===== config.mk =====
export PLATFORM = sky130hd
export DESIGN_NAME = iccm_bank_ctrl
export DESIGN_NICKNAME = d
export VERILOG_FILES = /design/src/source/iccm_pkg.sv /design/src/source/iccm_bank_ctrl.sv
export SDC_FILE = /design/constraint.sdc
export NUM_CORES = 1
export LEC_CHECK = 0
export ABC_AREA = 1
export BUFFER_PORTS_ARGS = -buffer_cell sky130_fd_sc_hd__buf_2
export CAP_MARGIN = 10
export CORE_AREA = 2 2 118 120
export DETAILED_ROUTE_END_ITERATION = 8
export DIE_AREA = 0 0 120 122
export PLACE_DENSITY = 0.54
export SETUP_SLACK_MARGIN = 0.5
export SLEW_MARGIN = 20
export SYNTH_ARGS = -nofsm -noshare
export SYNTH_HDL_FRONTEND = slang
export SYNTH_SLANG_ARGS = --single-unit

===== constraint.sdc =====
create_clock -name vclk -period 4.6
set_clock_uncertainty 0.15 [all_clocks]
set_input_delay 0.23 -clock vclk [all_inputs]
set_output_delay 0.23 -clock vclk [all_outputs]
set_load 0.05 [all_outputs]

===== src/source/iccm_pkg.sv =====
// ICCM shared types and constants
`default_nettype none

package iccm_pkg;

   // **************************************************
   // Geometry
   // **************************************************
   localparam int NUM_BANKS = 4;  // Interleaved banks
   localparam int BANK_LO = 2;    // Lowest bank select bit, byte address
   localparam int BANK_BITS = 2;
   localparam int DATA_W = 32;
   localparam int WORD_W = 39;    // Data plus 7 check bits

   // Struct widths follow this value
   localparam int ICCM_BITS_DEF = 12;

   // Write size encodings
   typedef enum logic [1:0] {
      SZ_WORD = 2'b10,
      SZ_DW   = 2'b11
   } iccm_size_e;

   typedef logic [WORD_W-1:0] iccm_word_t;

   // Even banks take lo, odd banks take hi
   typedef struct packed {
      iccm_word_t hi;
      iccm_word_t lo;
   } iccm_wdata_t;

   // One fetch side request
   typedef struct packed {
      logic                     wren;
      logic                     rden;
      logic                     correct;     // Spare row load strobe
      logic                     corr_state;  // Correction sequence in flight
      iccm_size_e               size;
      logic [ICCM_BITS_DEF-2:0] addr;        // Halfword address
   } iccm_req_t;

   // Hard fault spare row
   typedef struct packed {
      logic                     valid;
      logic [ICCM_BITS_DEF-3:0] waddr;       // Word address
      iccm_word_t               data;
   } iccm_row_t;

endpackage

`default_nettype wire


===== src/source/iccm_bank_ctrl.sv =====
// ICCM bank enable and address steering
`default_nettype none

module iccm_bank_ctrl
   import iccm_pkg::*;
#(
   parameter int ICCM_BITS = ICCM_BITS_DEF
) (
   input  iccm_req_t                                  req,
   input  iccm_wdata_t                                wr_data,
   output logic       [NUM_BANKS-1:0]                 bank_en,
   output logic       [NUM_BANKS-1:0]                 bank_we,
   output logic       [NUM_BANKS-1:0][ICCM_BITS-5:0]  bank_addr,
   output iccm_word_t [NUM_BANKS-1:0]                 bank_wdata,
   output logic       [ICCM_BITS-2:0]                 inc_addr
);

   // Bit positions within the halfword address
   localparam int BSEL_LO = BANK_LO - 1;
   localparam int ROW_LO = BANK_LO + BANK_BITS - 1;

   logic [1:0]           incr;     // Halfwords to second word
   logic [NUM_BANKS-1:0] hit_lo;   // Bank picked by request address
   logic [NUM_BANKS-1:0] hit_inc;  // Bank picked by incremented address

   // DW write steps a full word, reads step one halfword
   assign incr = (req.wren && (req.size == SZ_DW)) ? 2'd2 : 2'd1;
   assign inc_addr = req.addr + {{(ICCM_BITS-3){1'b0}}, incr};

   // **************************************************
   // Per bank controls
   // **************************************************
   for (genvar i = 0; i < NUM_BANKS; i++) begin : g_bank
      assign hit_lo[i] = (req.addr[BSEL_LO +: BANK_BITS] == BANK_BITS'(i));
      assign hit_inc[i] = (inc_addr[BSEL_LO +: BANK_BITS] == BANK_BITS'(i));

      assign bank_we[i] = req.wren & (hit_lo[i] | hit_inc[i]);
      assign bank_en[i] = (req.wren | req.rden) & (hit_lo[i] | hit_inc[i]);

      // Writes stay in the request row since DW is 8 byte aligned
      // Read wrap from bank 3 lands in the next row of bank 0
      assign bank_addr[i] = (bank_we[i] || !hit_inc[i]) ?
                            req.addr[ICCM_BITS-2:ROW_LO] :
                            inc_addr[ICCM_BITS-2:ROW_LO];

      // Low word to even banks
      assign bank_wdata[i] = ((i % 2) == 0) ? wr_data.lo : wr_data.hi;
   end

endmodule

`default_nettype wire


==> flow_summary.json <==
{
  "seqPwrFrac": 0,
  "synthToLayoutAreaGrowth_pct": -34.4,
  "grt_pass1_vias": 1190,
  "seq_area_um2": 0,
  "leakagePower_nw": 0.713,
  "combinationalPowerShare": 1.000,
  "powerDensity_mw_per_mm2": 212,
  "ant_nets": 0,
  "post_cts_buffers": 0,
  "switchingPower_w": 0.000223,
  "vias_per_cell": 3.24,
  "grt_overflow_total": 0,
  "rows": 43,
  "setup_violations": 0,
  "required_ps": 4220,
  "status": "completed",
  "syn_area_mm2": 0.00200,
  "final_common_cell": "nand2_1",
  "fill_cells": 1613,
  "placedInstanceArea_mm2": 0.00131,
  "finalWirelength_um": 5690,
  "p_sw_frac": 0.803,
  "hp-class": "in2out",
  "layout_common_cells": "nand2_1 (78), buf_2 (66), inv_1 (23)",
  "cp_max_fo": 12,
  "ys_warn_count": 0,
  "syn-num-nets": 427,
  "place_ws_ps": 1280,
  "syn_area_per_cell_um2": 6.07,
  "holdWs_ps": 310,
  "fin_nets": 326,
  "fmax_mhz": 302,
  "wl_per_cell_um": 14.0,
  "ys_seq_area_frac": 0,
  "drc_errors": 0,
  "clock_buffers": 0,
  "antenna_found_initial": 0,
  "place_congestion": 0.721,
  "io_pins": 302,
  "die_area_mm2": 0.0146,
  "synth_cells": 329,
  "ir_drop_mv": 0.0625,
  "die_w_um": 120,
  "dpl.cell_count": 406,
  "drt_iter0_drc": 39,
  "multiInputGateArea_um2": 668,
  "num_antenna_cells": 0,
  "vias": 1317,
  "grt_first_pass_wirelength_um": 7670,
  "drive_gt1_frac": 0.358,
  "stdcell_count": 406,
  "slew_violations": 0,
  "setup_tns_ps": 0,
  "grt_max_degree": 13,
  "dr.pass1.iters": 4,
  "hpwl_um": 4950,
  "worst_pin_slew_ps": 735,
  "dieHeight_um": 122,
  "ys_types": 21,
  "endpoint_kind": "primary output",
  "grt_usage": 0.0710,
  "critical_path_class": "in2out",
  "crit_arrival_ps": 2930,
  "rsz0062_at_grt": "false",
  "finalHoldViolations": 0,
  "numPortBuffers": 66,
  "cts-hold-fix-buffers": 0,
  "p_clk_frac": 0,
  "intPower_w": 0.0000546,
  "design.seq.count": 0,
  "setup_ws_ps": 1290,
  "finalCriticalPeriod_ps": 3310,
  "start_util": 0.148,
  "startpoint_type": "input pin",
  "cts_resized": 0,
  "relSlewSlack": 0.510,
  "maxCapViolCount": 0,
  "core-area_mm2": 0.0135,
  "stdcell_area_mm2": 0.00131,
  "period_share": 0.720
}
## layout make-up
class / instances / share of cell area
Inverter: 23 / 0.0659
Multi-Input combinational cell: 137 / 0.510
Tap cell: 180 / 0.172
Timing Repair Buffer: 66 / 0.252
## critical path, cell delays in order
cell and delay (ps):
buf_2 150, nand3_1 160, ha_1 190, inv_1 50
fa_1 460, inv_1 110, nand2_1 110, nand2_1 100
nand2_1 80, nor2_2 570, inv_1 310, nand2_1 120
nand2_1 70, buf_2 210
## cell families after synthesis
group	count (synthesis)	synth area share
buf+inv	192	0.665
simple gates	121	0.268
fa+ha+maj	3	0.0226
compound gates	11	0.0276
xor+xnor	2	0.0163
## layer usage
layer  share of wire  vias up  track usage  wire [um]
met4           0.086        0       0.0559        488
li1                -      626            -          -
met5               0        -            0          0
met2            0.44      116        0.113       2510
met1            0.34      507       0.0715       1940
met3            0.13       68       0.0346        751
## power by group through the flow
stage | clock network, W | registers [W] | logic (W)
global route | 0 | 0 | 0.000297
detailed placement | 0 | 0 | 0.000281
CTS | 0 | 0 | 0.000282
global placement | 0 | 0 | 0.000281
floorplan | 0 | 0 | 0.000581
finish | 0 | 0 | 0.000278
## cell usage after synthesis
library cell | number | area [um^2]
nor2_2 | 7 | 43.8
o21ai_0 | 5 | 25.0
clkbuf_1 | 8 | 30.0
and2_1 | 3 | 18.8
nand4_1 | 1 | 6.26
xor2_2 | 2 | 32.5
nand3_2 | 3 | 30.0
nand2_1 | 78 | 293
fa_1 | 1 | 20.0
nand3b_1 | 1 | 7.51
buf_2 | 1 | 5.00
clkbuf_2 | 1 | 5.00
nor2_1 | 10 | 37.5
buf_6 | 2 | 22.5
nand3_1 | 15 | 75.1
nand2_2 | 2 | 12.5
inv_1 | 23 | 86.3
ha_1 | 2 | 25.0
buf_4 | 157 | 1180
o21ai_1 | 6 | 30.0
nor2_4 | 1 | 11.3
## stage by stage
stage	power, W	util
after global placement	0.000281	0.0970
final	0.000278	0.0970
after floorplan	0.000581	-
after detailed placement	0.000281	0.0970
after CTS	0.000282	0.0970
after global routing	0.000297	0.0970
## final timing paths
path,end,slack [ps],depth (start not counted),startpoint
worst min-delay path,bank_wdata[31],310,0,wr_data[31]
worst max-delay path,bank_addr[10],1290,14,req[16]
Power figures use the tool's default switching activity.
