$ cat src/source/iccm_pkg.sv
// ICCM shared types and constants
`default_nettype none

package iccm_pkg;

   // **************************************************
   // Geometry
   // **************************************************
   localparam int NUM_BANKS = 4;  // Interleaved banks
   localparam int BANK_LO = 2;    // Lowest bank select bit, byte address
   localparam int BANK_BITS = 2;
   localparam int DATA_W = 32;
   localparam int WORD_W = 39;    // Data plus 7 check bits

   // Struct widths follow this value
   localparam int ICCM_BITS_DEF = 12;

   // Write size encodings
   typedef enum logic [1:0] {
      SZ_WORD = 2'b10,
      SZ_DW   = 2'b11
   } iccm_size_e;

   typedef logic [WORD_W-1:0] iccm_word_t;

   // Even banks take lo, odd banks take hi
   typedef struct packed {
      iccm_word_t hi;
      iccm_word_t lo;
   } iccm_wdata_t;

   // One fetch side request
   typedef struct packed {
      logic                     wren;
      logic                     rden;
      logic                     correct;     // Spare row load strobe
      logic                     corr_state;  // Correction sequence in flight
      iccm_size_e               size;
      logic [ICCM_BITS_DEF-2:0] addr;        // Halfword address
   } iccm_req_t;

   // Hard fault spare row
   typedef struct packed {
      logic                     valid;
      logic [ICCM_BITS_DEF-3:0] waddr;       // Word address
      iccm_word_t               data;
   } iccm_row_t;

endpackage

`default_nettype wire

$ cat src/source/iccm_rd_align.sv
// ICCM read data override and alignment
`default_nettype none

module iccm_rd_align
   import iccm_pkg::*;
#(
   parameter int ICCM_BITS = ICCM_BITS_DEF
) (
   input  logic                        clk,
   input  logic                        rst_n,
   input  logic                        rden,
   input  logic       [ICCM_BITS-2:0]  req_addr,
   input  logic       [ICCM_BITS-2:0]  inc_addr,
   input  iccm_word_t [NUM_BANKS-1:0]  bank_dout,
   input  iccm_row_t  [1:0]            rows,
   input  logic       [NUM_BANKS-1:0]  sel0_q,
   input  logic       [NUM_BANKS-1:0]  sel1_q,
   output logic       [63:0]           rd_data,
   output logic       [77:0]           rd_data_ecc
);

   localparam int BSEL_LO = BANK_LO - 1;

   logic [BANK_BITS:0]         lo_q;     // Low bank index and halfword bit
   logic [BANK_BITS-1:0]       hi_q;     // Bank of incremented address
   iccm_word_t [NUM_BANKS-1:0] dout_fn;
   logic [2*DATA_W-1:0]        pre;

   always_ff @(posedge clk or negedge rst_n) begin
      if (!rst_n) begin
         lo_q <= '0;
         hi_q <= '0;
      end else if (rden) begin
         lo_q <= req_addr[BANK_BITS:0];
         hi_q <= inc_addr[BSEL_LO +: BANK_BITS];
      end
   end

   // **************************************************
   // Spare row override
   // **************************************************
   for (genvar i = 0; i < NUM_BANKS; i++) begin : g_fn
      assign dout_fn[i] = sel1_q[i] ? rows[1].data :
                          sel0_q[i] ? rows[0].data : bank_dout[i];
   end

   // Second word above first
   assign pre = {dout_fn[hi_q][DATA_W-1:0], dout_fn[lo_q[BANK_BITS:1]][DATA_W-1:0]};

   // Odd halfword drops the low half and zero fills on top
   assign rd_data = lo_q[0] ? {{(DATA_W/2){1'b0}}, pre[2*DATA_W-1:DATA_W/2]} : pre;
   assign rd_data_ecc = {dout_fn[hi_q], dout_fn[lo_q[BANK_BITS:1]]};  // Raw words

endmodule

`default_nettype wire

$ cat config.mk
export PLATFORM = sky130hd
export DESIGN_NAME = iccm_rd_align
export DESIGN_NICKNAME = d
export VERILOG_FILES = /design/src/source/iccm_pkg.sv /design/src/source/iccm_rd_align.sv
export SDC_FILE = /design/constraint.sdc
export NUM_CORES = 1
export LEC_CHECK = 0
export ABC_AREA = 1
export BUFFER_PORTS_ARGS = -buffer_cell sky130_fd_sc_hd__buf_2
export CAP_MARGIN = 20
export CORE_AREA = 4 4 167 169
export DETAILED_ROUTE_END_ITERATION = 12
export DIE_AREA = 0 0 171 173
export PLACE_DENSITY = 0.52
export SYNTH_ARGS = -nofsm -noshare
export SYNTH_HDL_FRONTEND = slang
export SYNTH_SLANG_ARGS = --single-unit
$ cat constraint.sdc
create_clock -name clk -period 1.7 [get_ports clk]
set_input_delay 0.34 -clock clk [delete_from_list [all_inputs] [get_ports clk]]
set_output_delay 0.34 -clock clk [all_outputs]
set_load 0.02 [all_outputs]
==> flow_metrics.tcl <==
set metrics [dict create \
    grt_usage_pct 32.8 \
    drtPass1Iterations 8 \
    fin_util_pct 49.8 \
    p_int_uw 3240 \
    placed_area_um2 10200 \
    synthCells 1543 \
    cts_buffers 3 \
    drt_wl_total_um 55300 \
    postSynthAreaPerCell_um2 4.58 \
    ys_seq_area_share_pct 1.77 \
    seq_power_share_pct 2.2 \
    critPathCaptureType "output port" \
    place_ws_ns -0.317 \
    clk_latency_ns 0.23 \
    failed_checks "setup timing" \
    hold_path.class "in2reg" \
    synth_adder_area_share_pct 0 \
    cts.reportedPaths.clkPinSlew_ns 0.03 \
    routedWlPerCell_um 23.9 \
    cap_violations 0 \
    grt_pass1_vias 12900 \
    p_clk_share_pct 5.3 \
    ant_nets 0 \
    power.density_nw_per_um2 562 \
    synthSimpleGateAreaFrac_pct 82.6 \
    root_buffer "clkbuf_16" \
    synthMuxAreaShare_pct 0 \
    grt_overflow_total 0 \
    h-tree-depth 1 \
    combPwrFrac_pct 92.5 \
    dp_hpwl_um 38600 \
    die_w_um 171 \
    grt_start_max_net_pins 40 \
    criticalPathCategory "reg2out" \
    finalSetupViolations 142 \
    fmax_mhz 485 \
    core.rowCount 60 \
    post-route-period-util_pct 121 \
    synth_top_area_share_pct 45.7 \
    die_h_um 173 \
    final_cell_area_um2 13200 \
    hold_viol 0 \
    viasPerCell 5.83 \
    p_sw_uw 4190 \
    place_congestion 0.974 \
    yosys-top-cells-area "nand3_1, nand2_1, and2_1" \
    dieArea_um2 29600 \
    cp_max_fo 21 \
    synth-compound-area-share_pct 3.05 \
    drtIter0Drc 1797 \
    drc 0 \
    rsz0062_at_grt "true" \
    yosys_warnings 0 \
    vias 13500 \
    ys_types 15 \
    antenna_found_initial 3 \
    grt_first_pass_wirelength_um 76600 \
    netlist.top_cell.by_area "nand3_1" \
    slew_viol_final 0 \
    initial_core_util_pct 26.6 \
    tightest_slew_ns 0.358 \
    worstPathRequired_ns 1.36 \
    io_buffers 391 \
    yosys.area_share.xor_xnor_pct 0 \
    syn_to_final_growth_pct 87.4 \
    syn_nets 1832 \
    setup_slack_ns -0.362 \
    io_pins 431 \
    synth_top_family_by_area "simple AND/OR/NAND/NOR gates" \
    final_nets 2265 \
    ys_seq_elements 5 \
    syn_area_um2 7060 \
    setup_tns_ns -35.76 \
    finalPower_uw 7430 \
    layout_min_cycle_time_ns 2.06 \
    drive_gt1_share_pct 43.6 \
    design.core.area_um2 26600 \
    swShare_pct 56.4 \
    status "complete, but fails checks" \
    max-slew-margin-rel_pct 76.2 \
    cp-start-kind "register" \
    p_leak_uw 0.00687 \
    finClkSkew_ns 0 \
    cts_tree "built" \
    cts_sinks 5 \
    irDropWorstVdd_uv 296 \
    critical_path_arrival_ns 1.72 \
    clock_path_buffers 2 \
]
## through the flow
stage                     hold slack [ns]  instances
after floorplan                    0.0444       1543
after global placement              0.155       2265
after detailed placement            0.156       2265
after CTS                           0.333       2285
after global routing                0.351       2316
final                               0.331       2317
## what timing repair did
action / CTS / global route
pin swaps: 33 / 62
setup buffers: 9 / 20
endpoints found under the setup margin: 142 / 142
gates resized for setup: 295 / 254
hold buffers: 1 / 0
endpoints found under the hold margin: 5 / 0
gates cloned: 7 / 13
## state kept, by name (all words and copies together), names as in the netlist
signal,flops
hi_q,2
lo_q,3
## layout by cell type, fill, tap and decap left out, drive strengths merged
cell type | synthesis | final
bufbuf | 0 | 1
dlygate4sd3 | 0 | 1
nand3 | 644 | 644
dfrtp | 5 | 5
o21ai | 23 | 23
diode | 0 | 1
inv | 61 | 60
clkbuf | 32 | 19
nor2 | 26 | 26
and2 | 48 | 48
nand2 | 589 | 589
buf | 95 | 538
clkinv | 0 | 1
a21oi | 20 | 20
## synth_stat cells
master / n
inv_2: 8
buf_6: 5
inv_1: 53
a21oi_1: 20
nand3_1: 644
dfrtp_1: 5
clkbuf_1: 32
o21ai_0: 14
buf_1: 15
o21ai_1: 9
and2_1: 48
nand2_1: 589
buf_2: 55
nor2_1: 26
buf_4: 20
## cells by family after synthesis
| group | Yosys count |
|---|---|
| simple gates | 1307 |
| buf+inv | 188 |
| compound gates | 43 |
| flops | 5 |
## worst max-delay path, cell delays in order, from the launching register on
cell and delay, ns:
dfrtp_2 0.49, buf_6 0.27, nand3_1 0.11, nand3_1 0.13
nand3_1 0.20, nand2_1 0.13, buf_2 0.17
## cell type report
class / instances / area [um2]
fillers: 2843 / 13300
multi-input cells: 1350 / 7590
repair buffers: 555 / 4720
well taps: 341 / 427
inverters: 61 / 277
flip-flops and latches: 5 / 131
clock buffers: 4 / 78.8
diodes: 1 / 2.50
## worst paths after layout
| path | start | endpoint | slack (ns) | depth (start not counted) |
|---|---|---|---|---|
| setup / recovery | hi_q[0] | rd_data[32] | -0.36 | 6 |
| hold / removal | req_addr[2] | lo_q[2] | 0.33 | 3 |
| setup reg to reg | lo_q[1] | lo_q[1] | 0.40 | 5 |
| hold reg to reg | lo_q[2] | lo_q[2] | 0.86 | 3 |
| max in group asynchronous | rst_n | lo_q[1] | 1.09 | 2 |
| min in group asynchronous | rst_n | lo_q[0] | 0.47 | 2 |
## metal layers
layer | track usage, % | share of wire [%] | vias up | wire length [um]
met3 | 6.86 | 12 | 210 | 6620
li1 | - | - | 6046 | -
met2 | 52.4 | 45 | 1040 | 24700
met1 | 42.9 | 38 | 6213 | 21100
met5 | 0 | 0.062 | - | 34
met4 | 13.0 | 5.1 | 6 | 2810
## power groups by stage
stage | clock network [uW] | registers [uW] | logic, uW
floorplan | 0 | 136 | 2960
global placement | 0 | 159 | 5160
detailed placement | 0 | 159 | 5180
CTS | 390 | 160 | 6020
global route | 401 | 165 | 7230
finish | 390 | 164 | 6870
Note: power is estimated with default switching activity, not from simulation.
