===== src/source/iccm_pkg.sv =====
// ICCM shared types and constants
`default_nettype none

package iccm_pkg;

   // **************************************************
   // Geometry
   // **************************************************
   localparam int NUM_BANKS = 4;  // Interleaved banks
   localparam int BANK_LO = 2;    // Lowest bank select bit, byte address
   localparam int BANK_BITS = 2;
   localparam int DATA_W = 32;
   localparam int WORD_W = 39;    // Data plus 7 check bits

   // Struct widths follow this value
   localparam int ICCM_BITS_DEF = 12;

   // Write size encodings
   typedef enum logic [1:0] {
      SZ_WORD = 2'b10,
      SZ_DW   = 2'b11
   } iccm_size_e;

   typedef logic [WORD_W-1:0] iccm_word_t;

   // Even banks take lo, odd banks take hi
   typedef struct packed {
      iccm_word_t hi;
      iccm_word_t lo;
   } iccm_wdata_t;

   // One fetch side request
   typedef struct packed {
      logic                     wren;
      logic                     rden;
      logic                     correct;     // Spare row load strobe
      logic                     corr_state;  // Correction sequence in flight
      iccm_size_e               size;
      logic [ICCM_BITS_DEF-2:0] addr;        // Halfword address
   } iccm_req_t;

   // Hard fault spare row
   typedef struct packed {
      logic                     valid;
      logic [ICCM_BITS_DEF-3:0] waddr;       // Word address
      iccm_word_t               data;
   } iccm_row_t;

endpackage

`default_nettype wire


===== src/source/iccm_red_rows.sv =====
// ICCM spare rows for hard faults
`default_nettype none

module iccm_red_rows
   import iccm_pkg::*;
#(
   parameter int ICCM_BITS = ICCM_BITS_DEF
) (
   input  logic                       clk,
   input  logic                       rst_n,
   input  iccm_req_t                  req,
   input  iccm_wdata_t                wr_data,
   input  logic      [ICCM_BITS-2:0]  inc_addr,
   output iccm_row_t [1:0]            rows,
   output logic      [NUM_BANKS-1:0]  sel0_q,   // Row 0 replaces bank
   output logic      [NUM_BANKS-1:0]  sel1_q    // Row 1 replaces bank
);

   logic                        lru;          // Next row to replace
   logic                        lru_en;
   logic                        lru_nxt;
   logic [1:0]                  valid_q;
   logic [1:0][ICCM_BITS-3:0]   waddr_q;
   iccm_word_t [1:0]            data_q;
   logic [ICCM_BITS-3:0]        req_waddr;
   logic [ICCM_BITS-3:0]        inc_waddr;
   logic [1:0]                  load;         // Correction into row
   logic [1:0]                  upd;          // Write through to row
   logic [1:0][NUM_BANKS-1:0]   sel;

   assign req_waddr = req.addr[ICCM_BITS-2:1];
   assign inc_waddr = inc_addr[ICCM_BITS-2:1];

   // **************************************************
   // Row match and update enables
   // **************************************************
   for (genvar r = 0; r < 2; r++) begin : g_row
      assign load[r] = req.correct & (lru == 1'(r));

      // DW covers both words of the 8 byte pair
      assign upd[r] = req.wren & valid_q[r] &
                      (req_waddr[ICCM_BITS-3:1] == waddr_q[r][ICCM_BITS-3:1]) &
                      ((req_waddr[0] == waddr_q[r][0]) | (req.size == SZ_DW));

      for (genvar i = 0; i < NUM_BANKS; i++) begin : g_sel
         assign sel[r][i] = valid_q[r] &
            (((req_waddr == waddr_q[r]) & (req_waddr[BANK_BITS-1:0] == BANK_BITS'(i))) |
             ((inc_waddr == waddr_q[r]) & (inc_waddr[BANK_BITS-1:0] == BANK_BITS'(i))));
      end
   end

   // Read hit in a correction steers LRU off the hit row
   assign lru_en = req.correct | ((|sel[0] | |sel[1]) & req.rden & req.corr_state);
   assign lru_nxt = req.correct ? ~lru : (|sel[0]);

   // **************************************************
   // Control flops
   // **************************************************
   always_ff @(posedge clk or negedge rst_n) begin
      if (!rst_n) begin
         lru     <= 1'b0;
         valid_q <= '0;
         sel0_q  <= '0;
         sel1_q  <= '0;
      end else begin
         if (lru_en) lru <= lru_nxt;
         for (int r = 0; r < 2; r++) begin
            if (load[r]) valid_q[r] <= 1'b1;
         end
         if (req.rden) begin
            sel0_q <= sel[0];  // Used on the data cycle
            sel1_q <= sel[1];
         end
      end
   end

   // Row address and data
   always_ff @(posedge clk) begin
      for (int r = 0; r < 2; r++) begin
         if (load[r]) begin
            waddr_q[r] <= req_waddr;
            data_q[r]  <= wr_data.lo;       // Correction data is a single word
         end else if (upd[r]) begin
            data_q[r] <= waddr_q[r][0] ? wr_data.hi : wr_data.lo;
         end
      end
   end

   always_comb begin
      for (int r = 0; r < 2; r++) begin
         rows[r].valid = valid_q[r];
         rows[r].waddr = waddr_q[r];
         rows[r].data  = data_q[r];
      end
   end

endmodule

`default_nettype wire


===== config.mk =====
export PLATFORM = sky130hd
export DESIGN_NAME = iccm_red_rows
export DESIGN_NICKNAME = d
export VERILOG_FILES = /design/src/source/iccm_pkg.sv /design/src/source/iccm_red_rows.sv
export SDC_FILE = /design/constraint.sdc
export NUM_CORES = 1
export LEC_CHECK = 0
export BUFFER_PORTS_ARGS = -buffer_cell sky130_fd_sc_hd__buf_4
export CAP_MARGIN = 20
export CORE_ASPECT_RATIO = 1.1
export CORE_MARGIN = 5
export CORE_UTILIZATION = 48
export DETAILED_ROUTE_END_ITERATION = 7
export GPL_ROUTABILITY_DRIVEN = 0
export HOLD_SLACK_MARGIN = 0.05
export MAX_ROUTING_LAYER = met4
export PLACE_DENSITY = 0.81
export SLEW_MARGIN = 20
export SYNTH_ARGS = -nofsm -noshare
export SYNTH_HDL_FRONTEND = slang
export SYNTH_SLANG_ARGS = --single-unit

===== constraint.sdc =====
create_clock -name clk -period 2.8 [get_ports clk]
set_input_delay 0.42 -clock clk [delete_from_list [all_inputs] [get_ports clk]]
set_output_delay 0.42 -clock clk [all_outputs]
set_load 0.01 [all_outputs]

==> impl_metrics.tcl, run 1 <==
set metrics [dict create \
    syn_nets 421 \
    slowest_delay_ns 0.40 \
    yosysSeqAreaShare 0.646 \
    cts_tree "built" \
    power_switching_share 0.242 \
    worstRegToRegCells 4 \
    path_delay_family "simple AND/OR/NAND/NOR gates" \
    r2r_slack_ns 0.87 \
    yosys_warnings 0 \
    drc 0 \
    leakagePower_uw 0.00280 \
    synthCells 313 \
    cts_setup_buffers 0 \
    grt_pass1_wl_mm 19.0 \
    crit_type "reg -> reg" \
    area.growth.synth_to_final_pct 41.5 \
    cts_buffers 9 \
    final_nets 640 \
    p_int_uw 2910 \
    clkPwrFrac 0.293 \
    fin_setup_tns_ns 0 \
    grt_start_max_net_pins 40 \
    path_max_fanout 18 \
    gr-total-overflow 0 \
    cts.root.buffer_cell "clkbuf_16" \
    max-slew-margin-rel 0.666 \
    synth_area_um2 4980 \
    slew_violations 0 \
    outcome "complete, no violations" \
    start_util 0.484 \
    rsz0062_at_grt "false" \
    startpoint_type "flip-flop" \
    clkLatencyLatePin_ns 0.34 \
    crit_arrival_ns 2.01 \
    grt_pass1_vias 3558 \
    maxCapViolCount 0 \
    cts.sinks 109 \
    power_frac_seq 0.519 \
    period_share 0.688 \
    endpoint "rows[11]" \
    ys_ff_latch 109 \
    finalHoldViolations 0 \
    fin_crit_ns 1.93 \
    ant_nets 0 \
    crit_chain "nand2b_1 -> nand2_2 -> buf_4 -> mux2_1" \
    firstDrtPassIters 4 \
    post_drt_wl_per_cell_um 19.0 \
    comb_power_share 0.188 \
    dr_total_vias 3429 \
    routed_wl_mm 12.9 \
    viasPerCell 5.05 \
    antenna_found_initial 0 \
    cp_data_required_time_ns 2.88 \
    setup.worst_path.end_class "flip-flop" \
    r2r_end "rows[11]" \
    setup_viol 0 \
    crit_path_start "lru" \
    die_y_um 117 \
    cp_slowest_cell "dfrtp_1" \
    syn_avg_cell_area_um2 15.9 \
    drt_iter0_drc 119 \
    peakVddDrop_uv 390 \
    cp_num_cells 4 \
    tightest_slew_ns 0.499 \
    htreeDepth 3 \
    die_x_um 107 \
    drive_above_1_share 0.444 \
    antenna-diode-count 0 \
    clk_transition_reported_paths_ns 0.07 \
    r2r_start "lru" \
    fin_hold_ws_ns 0.299 \
    synth_cell_types 34 \
    hold_path.class "in -> reg" \
    fmax_mhz 519 \
    p_per_area_nw_per_um2 544 \
    switching_power_uw 927 \
    num_rows 39 \
    worst-path-buf-inv 1 \
    dpl.hpwl_mm 9.92 \
    skew_ns 0.00860 \
    grt_usage 0.207 \
    ios 216 \
    port_buffers 213 \
    clockBufferDepth 2 \
    die_area_um2 12500 \
    core_um2 10300 \
]
==> cells by family (layout without fill, tap and decap cells) <==
group,after synthesis,in the layout,synth area share
xor+xnor,40,40,0.0703
buf+inv,21,244,0.0183
mux,78,78,0.176
simple gates,42,42,0.0565
compound gates,23,23,0.0329
flops,109,109,0.646
==> synthesized netlist by cell type (all sizes together) <==
library cell  number  share of area
a21oi              1         0.0010
a22oi              6         0.0090
a32oi              2         0.0035
a41o               1         0.0020
and2               2         0.0025
and4               1         0.0018
buf                8         0.0085
clkbuf             3         0.0023
dfrtp             11          0.055
edfxtp            98           0.59
inv               10         0.0075
mux2              78           0.18
nand2             11         0.0083
nand2b             3         0.0038
nand3              4         0.0065
nand3b             1         0.0015
nand4              5         0.0063
nor2               4         0.0030
nor2b              4         0.0050
nor3               3         0.0050
nor4               3         0.0080
nor4b              1         0.0048
o21a               1         0.0015
o21ai              2         0.0020
o21ba              1         0.0020
o22ai              8          0.010
o41ai              1         0.0018
xnor2             32          0.056
xor2               8          0.014
==> metrics by stage <==
stage	cell area (µm²)	utilization	setup WS, ns	cells	total power [µW]
final	7050	0.685	0.873	679	3830
after global routing	7050	0.685	0.783	679	4000
after CTS	7050	0.685	0.841	679	3870
after detailed placement	6790	0.659	0.758	663	2750
after floorplan	4980	-	0.461	313	2350
after global placement	6790	0.659	0.778	663	2730
==> worst min-delay path by stage <==
| stage | startpoint | end | slack [ns] | cells past startpoint |
|---|---|---|---|---|
| floorplan | rst_n | lru | 0.12 | 0 |
| global placement | rst_n | sel0_q[1] | 0.25 | 1 |
| detailed placement | rst_n | sel1_q[1] | 0.26 | 1 |
| CTS | req[4] | rows[92] | 0.28 | 1 |
| global route | req[9] | rows[97] | 0.28 | 1 |
| finish | req[9] | rows[97] | 0.30 | 1 |
==> metal layers <==
| metal | vias to the layer above | wire length, µm | track usage |
|---|---|---|---|
| li1 | 1614 | - | - |
| met1 | 1662 | 4890 | 0.228 |
| met2 | 147 | 6790 | 0.372 |
| met3 | 6 | 1180 | 0.0642 |
| met4 | 0 | 70 | 0.0435 |
| met5 | - | 0 | - |
==> worst register-to-register path, stage by stage, from the launching register on <==
cell and delay [ns]:
dfrtp_1 0.40, nand2b_1 0.19, nand2_2 0.40, buf_4 0.33, mux2_1 0.36
==> flip-flops by register name, summed over array words and instances (netlist names) <==
signal,count
rows,98
sel0_q,4
lru,1
sel1_q,4
valid_q,2
==> layout make-up <==
class | count | area [µm²]
Tap cell | 143 | 179
Multi-Input combinational cell | 183 | 1680
Timing Repair Buffer | 219 | 1680
Clock inverter | 2 | 11.3
Inverter | 10 | 37.5
Sequential cell | 109 | 3220
Clock buffer | 13 | 240
Fill cell | 703 | 3240
==> repair_timing <==
action | 4_1_cts | 5_1_grt
hold buffers | 1 | 0
hold endpoints to repair | 11 | 0
resized for setup | 0 | 0
setup endpoints to repair | 0 | 0
==> power by group through the flow <==
| stage | sequential [µW] | combinational (µW) | clock (µW) |
|---|---|---|---|
| after floorplan | 2080 | 274 | 0 |
| after global placement | 2020 | 714 | 0 |
| after detailed placement | 2020 | 730 | 0 |
| after CTS | 1990 | 733 | 1150 |
| after global routing | 2000 | 775 | 1230 |
| final | 1990 | 722 | 1120 |
==> cells in the final DEF, fill, tap and decap left out, drive strengths merged, types with 2 or more instances in the layout <==
cell type  Yosys  routed
buf            8     218
edfxtp        98      98
mux2          78      78
xnor2         32      32
clkbuf         3      13
dfrtp         11      11
nand2         11      11
inv           10      10
xor2           8       8
o22ai          8       8
a22oi          6       6
nand4          5       5
nor2           4       4
nor2b          4       4
nand3          4       4
nand2b         3       3
nor3           3       3
nor4           3       3
a32oi          2       2
o21ai          2       2
and2           2       2
(Power assumes the default switching activity.)
==> inputs of run 2 (changes only) <==
--- a/config.mk
+++ b/config.mk
@@ -5,6 +5,7 @@
 export SDC_FILE = /design/constraint.sdc
 export NUM_CORES = 1
 export LEC_CHECK = 0
+export ABC_AREA = 1
 export BUFFER_PORTS_ARGS = -buffer_cell sky130_fd_sc_hd__buf_4
 export CAP_MARGIN = 20
 export CORE_ASPECT_RATIO = 1.1
@@ -14,7 +15,7 @@
 export GPL_ROUTABILITY_DRIVEN = 0
 export HOLD_SLACK_MARGIN = 0.05
 export MAX_ROUTING_LAYER = met4
-export PLACE_DENSITY = 0.81
+export PLACE_DENSITY = 0.8
 export SLEW_MARGIN = 20
 export SYNTH_ARGS = -nofsm -noshare
 export SYNTH_HDL_FRONTEND = slang
==> constraint.sdc (replaced) <==
create_clock -name clk -period 2 [get_ports clk]
set_input_delay 0.3 -clock clk [delete_from_list [all_inputs] [get_ports clk]]
set_output_delay 0.3 -clock clk [all_outputs]
set_load 0.01 [all_outputs]
==> run 2 against run 1 <==
  * Cell area grew 5.2%
  * Routed wire length rose by 14%
  * Clock power rose by 77%
  * Power is 51% higher
  * Sequential share of layout area down 2.2 points
  * Flip-flop and latch count is the same
  * Fmax shrank 0.81%
  * Cell count grew 34%
  * Register-to-register slack worse by 0.82 ns
  * Highest routed layer unchanged
  * Critical path depth increased by 1
  * Global-route usage rose by 2.3 points
  * Clock-buffer cell count up 1
  * Largest power group unchanged
==> impl_metrics.tcl, run 2 <==
set metrics [dict create \
    outcome "complete, no violations" \
    power_frac_seq 0.480 \
    num_rows 39 \
    area.growth.synth_to_final_pct 43.1 \
    core_um2 10500 \
    comb_power_share 0.178 \
    slowest_delay_ns 0.46 \
    port_buffers 213 \
    htreeDepth 3 \
    slew_violations 0 \
    synth_cell_types 24 \
    clkPwrFrac 0.342 \
    cp_data_required_time_ns 2.04 \
    grt_pass1_wl_mm 22.5 \
    syn_nets 658 \
    synth_area_leaders "edfxtp_1 (57%), nand2_1 (13%), o21ai_0 (6.1%), dfrtp_1 (5.3%), inv_1 (5.1%)" \
    path_max_fanout 19 \
    placed_area_um2 7010 \
    async_reset_ff_frac 0.101 \
    die_y_um 119 \
    synthFlopType "edfxtp_1" \
    yosys_warnings 0 \
    clk_transition_reported_paths_ns 0.07 \
    antenna-diode-count 0 \
    layout_commonest_cell "buf_4" \
    clkLatencyLatePin_ns 0.34 \
    crit_type "reg -> reg" \
    antenna_found_initial 0 \
    synth_top_area_frac 0.568 \
    die_area_um2 13000 \
    largest_reg_flops 98 \
    setup.worst_path.end_class "flip-flop" \
    gr-total-overflow 0 \
    mostFrequentLayoutCells "buf_4 (217), nand2_1 (172), edfxtp_1 (98), inv_1 (70), o21ai_0 (63)" \
    dpl.hpwl_mm 11.1 \
    period_share 0.971 \
    crit_arrival_ns 1.98 \
    cts_buffers 9 \
    finalHoldViolations 0 \
    final_area_um2 7420 \
    grt_pass1_vias 4673 \
    start_util 0.494 \
    power_switching_share 0.243 \
    cts.root.buffer_cell "clkbuf_16" \
    cp_slowest_cell "edfxtp_1" \
    ys_ff_latch 109 \
    drive_above_1_share 0.337 \
    routed_wl_mm 14.8 \
    firstDrtPassIters 6 \
    layoutNonFillerInstCount 912 \
    die_x_um 109 \
    ant_nets 0 \
    fin_crit_ns 1.94 \
    rsz0062_at_grt "true" \
    switching_power_uw 1410 \
    fin_util 0.707 \
    wl_met2_mm 7.42 \
    viasPerCell 5.09 \
    p_per_area_nw_per_um2 779 \
    skew_ns 0.00953 \
    final_nets 872 \
    yosysSeqAreaShare 0.621 \
    wl_met3_mm 1.84 \
    synth_edf_count 98 \
    max-slew-margin-rel 0.718 \
    p_int_uw 4370 \
    ios 216 \
    startpoint_type "flip-flop" \
    hold_path.class "in -> reg" \
    maxCapViolCount 0 \
    fin_hold_ws_ns 0.180 \
    dr_total_vias 4645 \
    syn_avg_cell_area_um2 9.42 \
    drc 0 \
    wl_met1_mm 5.14 \
    cts_tree "built" \
    path_delay_family "flip-flops" \
    fillers 752 \
    clockBufferDepth 2 \
    yosysMostFrequentCell "nand2_1" \
    place_inst 893 \
    drt_iter0_drc 280 \
    worst-path-buf-inv 2 \
    cts.sinks 109 \
    setup_viol 0 \
    fmax_mhz 515 \
    synthCells 550 \
    leakagePower_uw 0.00355 \
    grt_start_max_net_pins 79 \
    yosys.area.top_type "edfxtp_1" \
    power.total_uw 5780 \
    tightest_slew_ns 0.423 \
    peakVddDrop_uv 520 \
    ys_top_cells_by_count "nand2_1 (175), edfxtp_1 (98), inv_1 (70)" \
    post_drt_wl_per_cell_um 16.2 \
    crit_chain "xnor2_2 -> nand4_1 -> o41ai_4 -> buf_4 -> buf_8" \
    top_layer "met4" \
    synth_area_um2 5180 \
    grt_usage 0.231 \
]
[run 2: changes by cell type after synthesis, sizes merged, moves of 4 or more]
| cell | before | now |
|---|---|---|
| nand2 | 11 | 176 |
| mux2 | 78 | 0 |
| o21ai | 2 | 79 |
| inv | 10 | 74 |
| nor2 | 4 | 33 |
| nand3 | 4 | 23 |
| xnor2 | 32 | 16 |
| clkbuf | 3 | 12 |
| o22ai | 8 | 0 |
| a21oi | 1 | 8 |
| a22oi | 6 | 0 |
| xor2 | 8 | 2 |
| or2 | 0 | 5 |
| nor2b | 4 | 0 |
[run 2: repair_timing]
item	CTS	global route
gates resized for setup	0	7
setup buffers	0	1
setup endpoints to repair	0	14
hold buffers	1	0
endpoints found under the hold margin	11	0
[run 2: layout make-up]
| type | instances | area (µm²) | area share |
|---|---|---|---|
| clock inverter | 2 | 35.0 | 0.00472 |
| timing repair buffer | 222 | 1720 | 0.232 |
| sequential | 109 | 3220 | 0.434 |
| tap | 143 | 179 | 0.0241 |
| inverter | 74 | 278 | 0.0375 |
| clock buffer | 14 | 308 | 0.0415 |
| multi-input combinational | 348 | 1680 | 0.226 |
[run 2: stage by stage]
| stage | setup WS (ns) | TNS, ns |
|---|---|---|
| 4_1_cts | 0.0791 | 0 |
| 5_1_grt | -0.0450 | -2.72 |
| 3_5_place_dp | 0.108 | 0 |
| 6_report | 0.0575 | 0 |
| 3_3_place_gp | 0.109 | 0 |
| 2_1_floorplan | -0.731 | -55.63 |
[run 2: final timing paths]
kind	to	startpoint	slack (ns)	depth (start not counted)
worst max-delay path	rows[25]	rows[44]	0.06	5
worst min-delay path	rows[42]	req[4]	0.18	1
worst max register to register	rows[25]	rows[44]	0.06	5
worst min register to register	sel0_q[0]	sel0_q[0]	0.53	2
max in group asynchronous	valid_q[1]	rst_n	1.51	2
min in group asynchronous	sel0_q[0]	rst_n	0.34	2
[run 2: cells by family after synthesis]
group,synth area share
xor gates and xnor gates,0.0304
AOI/OAI and AO/OA,0.0903
buffers and inverters,0.0683
and+or+nand+nor,0.190
DFF,0.621
[run 2: power groups by stage]
| stage | Sequential (µW) | Clock (µW) | Combinational (µW) |
|---|---|---|---|
| 2_1_floorplan | 2890 | 0 | 381 |
| 6_report | 2770 | 1980 | 1030 |
| 3_3_place_gp | 2810 | 0 | 984 |
| 5_1_grt | 2780 | 2110 | 1140 |
| 4_1_cts | 2770 | 2000 | 1020 |
| 3_5_place_dp | 2820 | 0 | 1020 |
[run 2: metal layers]
| metal | global-route usage | up-vias |
|---|---|---|
| met1 | 0.242 | 2135 |
| met4 | 0.0773 | 0 |
| li1 | - | 2220 |
| met2 | 0.394 | 257 |
| met3 | 0.0887 | 33 |
| met5 | - | - |
[run 2: worst register-to-register path, stage by stage, from the launching register on]
cell and delay (ns):
edfxtp_1 0.46, xnor2_2 0.23, nand4_1 0.18, o41ai_4 0.37, buf_4 0.19, buf_8 0.21
